$ cat src/coco_pkg.sv
// coco bus glue shared types
package coco_pkg;

  // machine configuration straps
  typedef struct packed {
    logic turbo;     // double-speed enable cadence
    logic dragon;    // dragon 32/64 memory map
    logic dragon64;  // dragon 64 extras, acia and rom banks
  } machine_cfg_t;

  // cpu address as seen by the rom chips
  typedef struct packed {
    logic [2:0]  page;    // 8k page
    logic [12:0] offset;  // byte within the 8k rom
  } rom_addr_t;

  // cpu address as seen by the pia and acia
  typedef struct packed {
    logic [12:0] page;
    logic        serial;  // a2, pia0 or acia on the dragon 64
    logic [1:0]  rs;      // register select
  } io_addr_t;

  // one 16-bit cpu address, two readings
  typedef union packed {
    rom_addr_t rom;
    io_addr_t  io;
  } cpu_addr_u;

  // one-hot chip selects
  typedef struct packed {
    logic ram;
    logic rom8;
    logic roma;
    logic romc;
    logic pia0;
    logic pia1;
    logic io;
    logic acia;     // dragon 64 only
    logic rom8_b1;  // dragon 64 bank selects
    logic rom8_b2;
    logic roma_b1;
    logic roma_b2;
  } chip_sel_t;

  // read-source bytes, _alt is dragon 64 bank 2
  typedef struct packed {
    logic [7:0] ram;
    logic [7:0] rom8;
    logic [7:0] roma;
    logic [7:0] romc;
    logic [7:0] pia0;
    logic [7:0] pia1;
    logic [7:0] io;
    logic [7:0] acia;
    logic [7:0] rom8_alt;
    logic [7:0] roma_alt;
  } rd_src_t;

  // sam timing strobes
  typedef struct packed {
    logic ras_n;
    logic cas_n;
    logic e;
    logic q;
  } dram_strobe_t;

  // joystick position for the comparator dac
  typedef struct packed {
    logic [7:0] x;
    logic [7:0] y;
  } joy_pos_t;

  localparam logic [7:0] JOY_CENTER = 8'd128;
  localparam logic [7:0] JOY_LOW    = 8'd16;   // left or up
  localparam logic [7:0] JOY_HIGH   = 8'd240;  // right or down

  localparam logic [7:0] FLOAT_BYTE = 8'hFF;  // open bus read

endpackage

$ cat src/clk_enable_gen.sv
// system clock enable generator
module clk_enable_gen #(
  parameter int FAST_DIV = 2,
  parameter int SLOW_DIV = 3
) (
  input  logic clk,
  input  logic reset_n,
  input  logic turbo,    // picks the fast cadence
  output logic clk_ena
);

  // wide enough for the larger divisor
  localparam int CNT_W = $clog2(((FAST_DIV > SLOW_DIV) ? FAST_DIV : SLOW_DIV) + 1);

  // g_div[0] slow, g_div[1] fast
  for (genvar i = 0; i < 2; i++)
  begin : g_div
    localparam int DIV = (i == 0) ? SLOW_DIV : FAST_DIV;

    logic [CNT_W-1:0] cnt;  // free running
    logic             wrap;
    logic             pulse;  // one clock wide, registered

    assign wrap = (cnt == CNT_W'(DIV - 1));

    always_ff @(posedge clk)
    begin
      if (!reset_n)
      begin
        cnt   <= '0;
        pulse <= 1'b0;
      end
      else
      begin
        pulse <= wrap;  // lands on the DIV-th clock
        if (wrap)
          cnt <= '0;
        else
          cnt <= cnt + 1'b1;
      end
    end
  end

  assign clk_ena = turbo ? g_div[1].pulse : g_div[0].pulse;

endmodule

$ cat src/chip_select_decode.sv
// device select decoder
module chip_select_decode (
  input  coco_pkg::machine_cfg_t cfg,
  input  logic [2:0]             dev_sel,  // from the sam
  input  coco_pkg::cpu_addr_u    addr,
  input  logic                   ddrb2,    // pia1 port b direction bit 2
  input  logic                   portb2,   // pia1 port b data bit 2
  output coco_pkg::chip_sel_t    sel
);

  logic [6:0] cs_138;  // active-high 138 outputs, y7 unused
  logic       bank1;
  logic       bank2;
  logic       d64;

  // 74ls138 style one-of-eight
  always_comb
  begin
    case (dev_sel)
      3'd0:    cs_138 = 7'b000_0001;  // ram
      3'd1:    cs_138 = 7'b000_0010;  // rom8 8000
      3'd2:    cs_138 = 7'b000_0100;  // roma a000
      3'd3:    cs_138 = 7'b000_1000;  // romc cart
      3'd4:    cs_138 = 7'b001_0000;  // pia0 ff00
      3'd5:    cs_138 = 7'b010_0000;  // pia1 ff20
      3'd6:    cs_138 = 7'b100_0000;  // io ff40
      default: cs_138 = 7'b000_0000;  // nothing mapped
    endcase
  end

  assign d64 = cfg.dragon64;

  // undriven pb2 floats high through the pull-up
  // so only an output driving low reaches bank 2
  assign bank1 = ~ddrb2 | portb2;
  assign bank2 = ddrb2 & ~portb2;

  always_comb
  begin
    sel.ram  = cs_138[0];
    sel.rom8 = cs_138[1] & ~d64;  // banked on the d64
    sel.roma = cs_138[2] & ~d64;
    sel.romc = cs_138[3];
    sel.pia1 = cs_138[5];
    sel.io   = cs_138[6];

    // pia0 window shared with the acia by a2
    sel.pia0 = cs_138[4] & (~d64 | ~addr.io.serial);
    sel.acia = cs_138[4] & d64 & addr.io.serial;

    // rom bank selects, low on the coco
    sel.rom8_b1 = cs_138[1] & d64 & bank1;
    sel.rom8_b2 = cs_138[1] & d64 & bank2;
    sel.roma_b1 = cs_138[2] & d64 & bank1;
    sel.roma_b2 = cs_138[2] & d64 & bank2;
  end

endmodule

$ cat src/bus_latch.sv
// dram address and read data latch
module bus_latch (
  input  logic                   clk,
  input  logic                   reset_n,
  input  logic                   clk_ena,
  input  coco_pkg::dram_strobe_t strobes,
  input  logic [7:0]             dram_addr_byte,  // muxed row or column
  input  coco_pkg::rd_src_t      src,
  output coco_pkg::rd_src_t      held,
  output logic [15:0]            sam_addr,
  output logic [7:0]             video_byte
);

  // strobe levels at the last enable
  logic ras_n_r;
  logic cas_n_r;
  logic q_r;

  logic ras_rise;
  logic ras_fall;
  logic cas_fall;
  logic q_rise;

  // edges on the enable grid only
  assign ras_rise = strobes.ras_n & ~ras_n_r;
  assign ras_fall = ~strobes.ras_n & ras_n_r;
  assign cas_fall = ~strobes.cas_n & cas_n_r;
  assign q_rise   = strobes.q & ~q_r;

  always_ff @(posedge clk)
  begin
    if (!reset_n)
    begin
      ras_n_r    <= 1'b0;
      cas_n_r    <= 1'b0;
      q_r        <= 1'b0;
      held       <= '0;
      sam_addr   <= '0;
      video_byte <= '0;
    end
    else if (clk_ena)
    begin
      // end of ras cycle during e, cpu data now stable
      if (ras_rise && strobes.e)
        held <= src;

      // row first, then column
      if (ras_fall)
        sam_addr[7:0] <= dram_addr_byte;
      else if (cas_fall)
        sam_addr[15:8] <= dram_addr_byte;

      // vdg fetch happens in the q half
      if (q_rise)
        video_byte <= src.ram;

      ras_n_r <= strobes.ras_n;
      cas_n_r <= strobes.cas_n;
      q_r     <= strobes.q;
    end
  end

endmodule

$ cat src/cpu_data_mux.sv
// cpu read data multiplexer
module cpu_data_mux (
  input  coco_pkg::chip_sel_t sel,
  input  coco_pkg::rd_src_t   held,
  output logic [7:0]          cpu_din
);

  import coco_pkg::*;

  // decoder never raises two selects, coco and d64 sets are disjoint
  always_comb
  begin
    unique case (1'b1)
      sel.ram:     cpu_din = held.ram;
      sel.rom8:    cpu_din = held.rom8;      // coco extended basic
      sel.roma:    cpu_din = held.roma;      // coco color basic
      sel.rom8_b1: cpu_din = held.rom8;      // d64 bank 1
      sel.rom8_b2: cpu_din = held.rom8_alt;  // d64 bank 2
      sel.roma_b1: cpu_din = held.roma;
      sel.roma_b2: cpu_din = held.roma_alt;
      sel.romc:    cpu_din = held.romc;
      sel.pia0:    cpu_din = held.pia0;
      sel.acia:    cpu_din = held.acia;      // serial in the pia0 window
      sel.pia1:    cpu_din = held.pia1;
      sel.io:      cpu_din = held.io;
      default:     cpu_din = FLOAT_BYTE;
    endcase
  end

endmodule

$ cat src/joystick_pos.sv
// joystick position from pad or analog stick
module joystick_pos (
  input  logic               clk,
  input  logic               reset_n,
  input  logic               use_dpad,  // buttons drive the position
  input  logic [3:0]         btn,       // up, down, left, right
  input  coco_pkg::joy_pos_t analog,
  output coco_pkg::joy_pos_t pos
);

  import coco_pkg::*;

  joy_pos_t pad_pos;

  always_comb
  begin
    pad_pos.x = JOY_CENTER;  // at rest
    pad_pos.y = JOY_CENTER;

    if (btn[0])
      pad_pos.x = JOY_HIGH;  // right
    if (btn[1])
      pad_pos.x = JOY_LOW;   // left, wins over right

    if (btn[2])
      pad_pos.y = JOY_HIGH;  // down
    if (btn[3])
      pad_pos.y = JOY_LOW;   // up, wins over down
  end

  // one clock to the comparator dac
  always_ff @(posedge clk)
  begin
    if (!reset_n)
    begin
      pos.x <= JOY_CENTER;
      pos.y <= JOY_CENTER;
    end
    else if (use_dpad)
      pos <= pad_pos;
    else
      pos <= analog;
  end

endmodule

$ cat src/coco_bus_glue.sv
// coco and dragon bus glue
module coco_bus_glue #(
  parameter int FAST_DIV = 2,  // turbo cadence
  parameter int SLOW_DIV = 3   // normal cadence
) (
  input  logic                   clk,
  input  logic                   reset_n,
  input  coco_pkg::machine_cfg_t cfg,
  input  logic [2:0]             dev_sel,
  input  coco_pkg::cpu_addr_u    addr,
  input  logic                   rw,              // cpu read/write, reads served here
  input  coco_pkg::dram_strobe_t strobes,
  input  logic [7:0]             dram_addr_byte,
  input  coco_pkg::rd_src_t      src,
  input  logic                   ddrb2,
  input  logic                   portb2,
  input  logic                   joy_use_dpad,
  input  logic [3:0]             joy1_btn,
  input  logic [3:0]             joy2_btn,
  input  coco_pkg::joy_pos_t     joya1,
  input  coco_pkg::joy_pos_t     joya2,
  output logic                   clk_ena,
  output coco_pkg::chip_sel_t    sel,
  output logic [7:0]             cpu_din,
  output logic [15:0]            sam_addr,
  output logic [7:0]             video_byte,
  output coco_pkg::joy_pos_t     joy1_pos,
  output coco_pkg::joy_pos_t     joy2_pos
);

  import coco_pkg::*;

  rd_src_t held;  // sources as of the last ras cycle

  clk_enable_gen #(
    .FAST_DIV (FAST_DIV),
    .SLOW_DIV (SLOW_DIV)
  ) u_clk_enable_gen (
    .clk     (clk),
    .reset_n (reset_n),
    .turbo   (cfg.turbo),
    .clk_ena (clk_ena)
  );

  chip_select_decode u_chip_select_decode (
    .cfg     (cfg),
    .dev_sel (dev_sel),
    .addr    (addr),
    .ddrb2   (ddrb2),
    .portb2  (portb2),
    .sel     (sel)
  );

  bus_latch u_bus_latch (
    .clk            (clk),
    .reset_n        (reset_n),
    .clk_ena        (clk_ena),
    .strobes        (strobes),
    .dram_addr_byte (dram_addr_byte),
    .src            (src),
    .held           (held),
    .sam_addr       (sam_addr),
    .video_byte     (video_byte)
  );

  cpu_data_mux u_cpu_data_mux (
    .sel     (sel),
    .held    (held),
    .cpu_din (cpu_din)
  );

  joystick_pos u_joy1 (
    .clk      (clk),
    .reset_n  (reset_n),
    .use_dpad (joy_use_dpad),
    .btn      (joy1_btn),
    .analog   (joya1),
    .pos      (joy1_pos)
  );

  joystick_pos u_joy2 (
    .clk      (clk),
    .reset_n  (reset_n),
    .use_dpad (joy_use_dpad),
    .btn      (joy2_btn),
    .analog   (joya2),
    .pos      (joy2_pos)
  );

endmodule

$ cat config.mk
export PLATFORM = sky130hd
export DESIGN_NAME = coco_bus_glue
export DESIGN_NICKNAME = d
export VERILOG_FILES = /design/src/coco_pkg.sv /design/src/clk_enable_gen.sv /design/src/chip_select_decode.sv /design/src/bus_latch.sv /design/src/cpu_data_mux.sv /design/src/joystick_pos.sv /design/src/coco_bus_glue.sv
export SDC_FILE = /design/constraint.sdc
export NUM_CORES = 1
export LEC_CHECK = 0
export BUFFER_PORTS_ARGS = -buffer_cell sky130_fd_sc_hd__buf_2
export CAP_MARGIN = 40
export CORE_ASPECT_RATIO = 1.25
export CORE_UTILIZATION = 44
export CTS_CLUSTER_SIZE = 10
export DETAILED_ROUTE_END_ITERATION = 8
export GPL_TIMING_DRIVEN = 0
export MAX_ROUTING_LAYER = met4
export PLACE_DENSITY = 0.76
export SLEW_MARGIN = 30
export SYNTH_ARGS = -nofsm -noshare
export SYNTH_HDL_FRONTEND = slang
export SYNTH_SLANG_ARGS = --single-unit
$ cat constraint.sdc
create_clock -name clk -period 1.6 [get_ports clk]
set_clock_uncertainty 0.15 [all_clocks]
set_input_delay 0.16 -clock clk [delete_from_list [all_inputs] [get_ports clk]]
set_output_delay 0.16 -clock clk [all_outputs]
set_load 0.02 [all_outputs]
After elaboration in Yosys (flattened, before gate mapping)
Index checks and enable logic that the tools add are counted.
{"block": "totals", "regBits": 145, "in_bits": 160, "out_inout_bits": 77, "elab_cells": 85}
{"block": "classes", "n_addsub": 2, "n_eq_ne": 8, "n_mux": 13, "bitwise_logic": 28, "n_reduce_logical": 10}
{"op": "8-bit case mux with 10 select lines", "count": 1}
{"op": "7-bit case mux with 7 select lines", "count": 1}
{"op": "16-bit two-way mux", "count": 2}
{"op": "8-bit two-way mux", "count": 4}
{"op": "7-bit two-way mux", "count": 4}
{"op": "1-bit AND", "count": 16}
{"op": "1-bit inverter", "count": 10}
{"op": "3-bit == test, second input constant", "count": 3}
{"op": "2-bit OR reduction", "count": 4}
{"op": "3-bit by 2-bit == test with 1-bit output, second input constant", "count": 2}
{"op": "2-bit AND reduction", "count": 3}
{"op": "2-bit by 1-bit adder with 2-bit output, second input constant", "count": 2}
{"op": "3-bit by 1-bit == test with 1-bit output, second input constant", "count": 1}
{"op": "3-bit zero test", "count": 1}
{"op": "3-bit AND reduction", "count": 1}
{"op": "2-bit by 1-bit == test with 1-bit output, second input constant", "count": 1}
{"op": "2-bit == test, second input constant", "count": 1}
{"op": "1-bit bitwise OR", "count": 2}
{"op": "1-bit logical AND", "count": 1}
{"op": "1-bit two-way mux", "count": 1}

Depth between registers and ports, before layout
{"block": "depth", "word_depth": 6, "depth_mapped": 7, "mapped_depth_nobuf": 4}

Modules after synthesis
From an unflattened synthesis, not the netlist that was laid out.
{"block": "unflattened", "hier_cells": 643, "hier_area_um2": 6289.8}
{"module": "bus_latch", "n_inst": 1, "cells_each": 448, "area_each_um2": 4389.2, "seq_area_each_um2": 2142.1}
{"module": "joystick_pos", "n_inst": 2, "cells_each": 48, "area_each_um2": 513.0, "seq_area_each_um2": 320.3}
{"module": "cpu_data_mux", "n_inst": 1, "cells_each": 63, "area_each_um2": 519.2, "seq_area_each_um2": 0.0}
{"module": "clk_enable_gen", "n_inst": 1, "cells_each": 17, "area_each_um2": 230.2, "seq_area_each_um2": 120.1}
{"module": "chip_select_decode", "n_inst": 1, "cells_each": 19, "area_each_um2": 125.1, "seq_area_each_um2": 0.0}

Worst setup path after synthesis
No wires, ideal clock.
{"block": "synth_timing", "kind": "input to output", "startpoint": "input port dev_sel[0]", "endpoint": "output port cpu_din[0]", "t_arrival_ns": 1.371, "t_required_ns": 1.290, "setup_slack_ns": -0.081, "stages": 7, "path_buffers": 3, "path_cell_list": "buf_2 -> nor2b_1 -> clkbuf_2 -> buf_2 -> a22oi_1 -> o22ai_1 -> a2111o_1"}
{"block": "synth_between", "elab_chain_len": 6, "word_cells_on_any_way": 22, "cone_classes": "eq/ne: 6; mux: 2; bitwise: 11; reduce/logical: 3"}
{"element": "from (decl)", "line": "coco_bus_glue.sv:9", "rtl": "input logic [2:0] dev_sel,"}
{"element": "3-bit == test (tied with other cells)", "line": "chip_select_decode.sv:19", "rtl": "case (dev_sel)"}
{"element": "7-bit case mux with 7 select lines *", "line": "chip_select_decode.sv:19"}
{"element": "1-bit AND (on tied branches)"}
{"element": "1-bit AND (on tied branches)", "line": "chip_select_decode.sv:54, chip_select_decode.sv:52"}
{"element": "2-bit OR reduction (no source line)"}
{"element": "8-bit case mux with 10 select lines *", "line": "cpu_data_mux.sv:13", "rtl": "unique case (1'b1)"}
{"element": "to (decl)", "line": "coco_bus_glue.sv:24", "rtl": "output logic [7:0] cpu_din,"}
Every way passes the cells marked *; elsewhere a longest branch is shown, timed or not.

Worst setup path in the final report
{"block": "layout_timing", "startpoint": "register, netlist name u_bus_latch.held[31]", "endpoint": "output port cpu_din[7]"}
{"block": "layout_between", "elab_chain_len": 1}
{"element": "8-bit case mux with 10 select lines", "line": "cpu_data_mux.sv:13"}
No other way between the ends.

==> flow_metrics.py <==
metrics = {
    "status": {
        "status": "complete, but fails checks",
        "violations": "negative setup slack",
    },
    "sta": {
        "setup-violations-final": 8,
        "holdWs_ns": 0.133,
        "worst_pin_slew_ns": 0.593,
        "fin_setup_tns_ns": -2.70,
        "finalHoldViolations": 0,
        "setup_ws_ns": -0.378,
        "max_freq_mhz": 506,
        "period_minus_slack_ns": 1.98,
        "slew_violations": 0,
        "rsz0062_at_grt": "true",
        "period_share_pct": 124,
        "slew-limit-headroom_pct": 60.5,
    },
    "layout": {
        "syn_to_final_growth_pct": 60.6,
        "mostFrequentLayoutCell": "buf_2",
        "drive_gt1_share_pct": 32.1,
        "utilization_pct": 73.0,
        "final_nets": 1219,
        "layout_common_cells": "212 x buf_2, 178 x nand2_1, 142 x dlygate4sd3_1",
    },
    "synth": {
        "synth_largest_area_cell": "dfxtp_1",
        "synth_top_area_share_pct": 47.8,
        "syn-num-nets": 837,
        "yosys-top-cells-area": "dfxtp_1 48%, nand2_1 11%, a21boi_1 9.9%, mux2i_1 4.6%, nor2b_1 3.5%",
        "synth_seq_cells": 145,
        "netlist_area_um2": 6070,
        "seq_area_frac_synth_pct": 47.8,
        "yosysWarnings": 0,
        "syn-mean-instance-area_um2": 8.99,
        "synth.distinct_cells": 33,
        "syn_inst": 675,
    },
    "routing": {
        "drt_pre_antenna_iters": 6,
        "drc": 0,
        "vias": 6235,
        "wire_per_inst_um": 16.3,
        "antenna_left": 0,
        "viasPerCell": 5.03,
        "drtIter0Drc": 241,
        "wirelength_um": 20200,
    },
    "run": {
        "maxCapViolCount": 0,
    },
    "cts": {
        "numCtsBuffers": 17,
        "clk_latency_ns": 0.40,
        "cts.sinks": 145,
        "path_clk_slew_ns": 0.06,
        "root_buffer": "clkbuf_16",
        "cts_tree": "built",
        "htreeDepth": 4,
        "clock_path_buffers": 2,
    },
    "worst_setup_path": {
        "worstPathArrival_ns": 1.67,
        "critical_path.max_fanout": 2,
        "cp.required_ns": 1.29,
        "crit_path_end_kind": "primary output",
        "rrSetupSlack_ns": 0.03,
        "worstSetupPathType": "flop to primary output",
        "r2r_end": "u_bus_latch.sam_addr[15]",
        "worstReg2RegStart": "u_clk_enable_gen.g_div[1].pulse",
        "worstSetupStartpointType": "flop",
        "rr_worst_depth": 6,
    },
    "power_and_ir_drop": {
        "vdd_drop_max_mv": 0.746,
        "power_leakage_nw": 4.05,
        "power.density_nw_per_um2": 887,
    },
    "global_route": {
        "grt_pass1_wl_um": 31100,
        "grt_max_degree": 17,
        "overflow": 0,
        "grt_pass1_vias": 6396,
        "grt_use_total_pct": 28.9,
        "antenna_found_initial": 1,
    },
    "floorplanning": {
        "start_util_pct": 45.5,
        "pin_count": 237,
        "rows": 47,
        "die_w_um": 107,
        "core_um2": 13300,
        "dieArea_um2": 14300,
        "die_height_um": 133,
    },
    "place": {
        "pre_cts_ws_ns": -0.428,
        "gp_congestion": 0.885,
        "dp_hpwl_um": 12700,
        "io_buffers": 216,
    },
    "worst_hold_path": {
        "min_path_type": "primary input to flop",
        "min_path_cells": 3,
        "min_to": "u_clk_enable_gen.g_div[1].cnt[0]",
        "hp-start": "reset_n",
    },
}
[how the worst max path moves through the flow]
| stage | start | end | slack (ns) | cells after the start |
|---|---|---|---|---|
| finish | u_bus_latch.held[31] | cpu_din[7] | -0.38 | 4 |
| global route | u_bus_latch.held[31] | cpu_din[7] | -0.43 | 4 |
| CTS | dev_sel[2] | cpu_din[0] | -0.38 | 8 |
| detailed placement | dev_sel[1] | cpu_din[4] | -0.43 | 7 |
| global placement | dev_sel[1] | cpu_din[1] | -0.60 | 7 |
| floorplan | dev_sel[0] | cpu_din[0] | -0.07 | 7 |
[layer usage]
metal  vias up  wire (um)  track usage [%]
li1       3046          -                -
met1      2909       7980             30.8
met2       228      10500             51.9
met3        52        957             5.19
met4         0        722             12.6
met5         -          0                -
[through the flow]
| stage | power, mW | cells | instance area [um^2] |
|---|---|---|---|
| final | 8.65 | 1239 | 9750 |
| after global routing | 8.95 | 1239 | 9750 |
| after CTS | 8.63 | 1236 | 9610 |
| after detailed placement | 4.72 | 1063 | 7410 |
| after global placement | 4.70 | 1062 | 7400 |
| after floorplan | 4.34 | 675 | 6110 |
[timing repair]
item                                    in CTS  in global routing
buffers inserted                             6                  3
pin swaps                                   19                  4
endpoints found under the setup margin      91                 39
gates resized for setup                     50                 36
hold buffers                               142                  0
hold endpoints to repair                   139                  0
[synthesized netlist by cell type]
library cell,instances
mux2i_4,1
mux2i_1,28
nor2b_1,34
buf_1,2
a221oi_1,8
clkbuf_1,21
nand2_1,179
o21bai_1,1
o21ai_0,7
nand2b_1,13
or3_1,2
a21boi_1,80
ha_1,2
o22ai_1,8
nor3b_1,1
buf_4,2
nor3_1,3
and2_1,21
a21boi_0,16
a22oi_1,24
clkbuf_2,1
inv_1,5
buf_6,16
buf_2,10
nand3_1,1
nor3_4,1
dfxtp_1,145
nor4b_2,1
nor2_1,16
nand3b_1,4
a21oi_1,13
a211oi_1,1
a2111o_1,8
[cell type report]
| class | instances | area [um^2] |
|---|---|---|
| inverters | 5 | 18.8 |
| flip-flops and latches | 145 | 2920 |
| clock buffers | 18 | 439 |
| clock inverters | 11 | 93.8 |
| fillers | 970 | 3600 |
| diodes | 1 | 2.50 |
| multi-input cells | 473 | 3050 |
| repair buffers | 368 | 2650 |
| well taps | 171 | 214 |
| plain buffers | 47 | 370 |
[critical path: stages (launching register included)]
cell and delay [ns]:
dfxtp_2 0.33, a221oi_2 0.29, a21oi_2 0.06, a2111o_1 0.44, buf_6 0.15
[state kept, by name, indices dropped and copies added, names as in the netlist]
signal	count
u_bus_latch.sam_addr	16
u_bus_latch.ras_n_r	1
u_bus_latch.held	80
u_bus_latch.q_r	1
u_bus_latch.cas_n_r	1
u_joy1.pos	16
u_bus_latch.video_byte	8
u_clk_enable_gen.g_div.cnt	4
u_joy2.pos	16
u_clk_enable_gen.g_div.pulse	2
[logic make-up (layout without fill, tap and decap cells)]
group / count (synthesis) / after routing / synth area share, %
compound gates: 166 / 166 / 20.2
fa+ha+maj: 2 / 2 / 0.412
buf+inv: 57 / 449 / 5.85
flops: 145 / 145 / 47.8
mux: 29 / 29 / 4.99
other cells: 0 / 1 / 0
simple gates: 276 / 276 / 20.7
[power breakdown]
group          leakage (nW)  switching (mW)  internal [mW]
Clock                 0.255            1.47           2.14
Combinational          2.61           0.588          0.678
Sequential             1.18          0.0521           3.72
Total                  4.05            2.11           6.54
(Power assumes the default switching activity.)
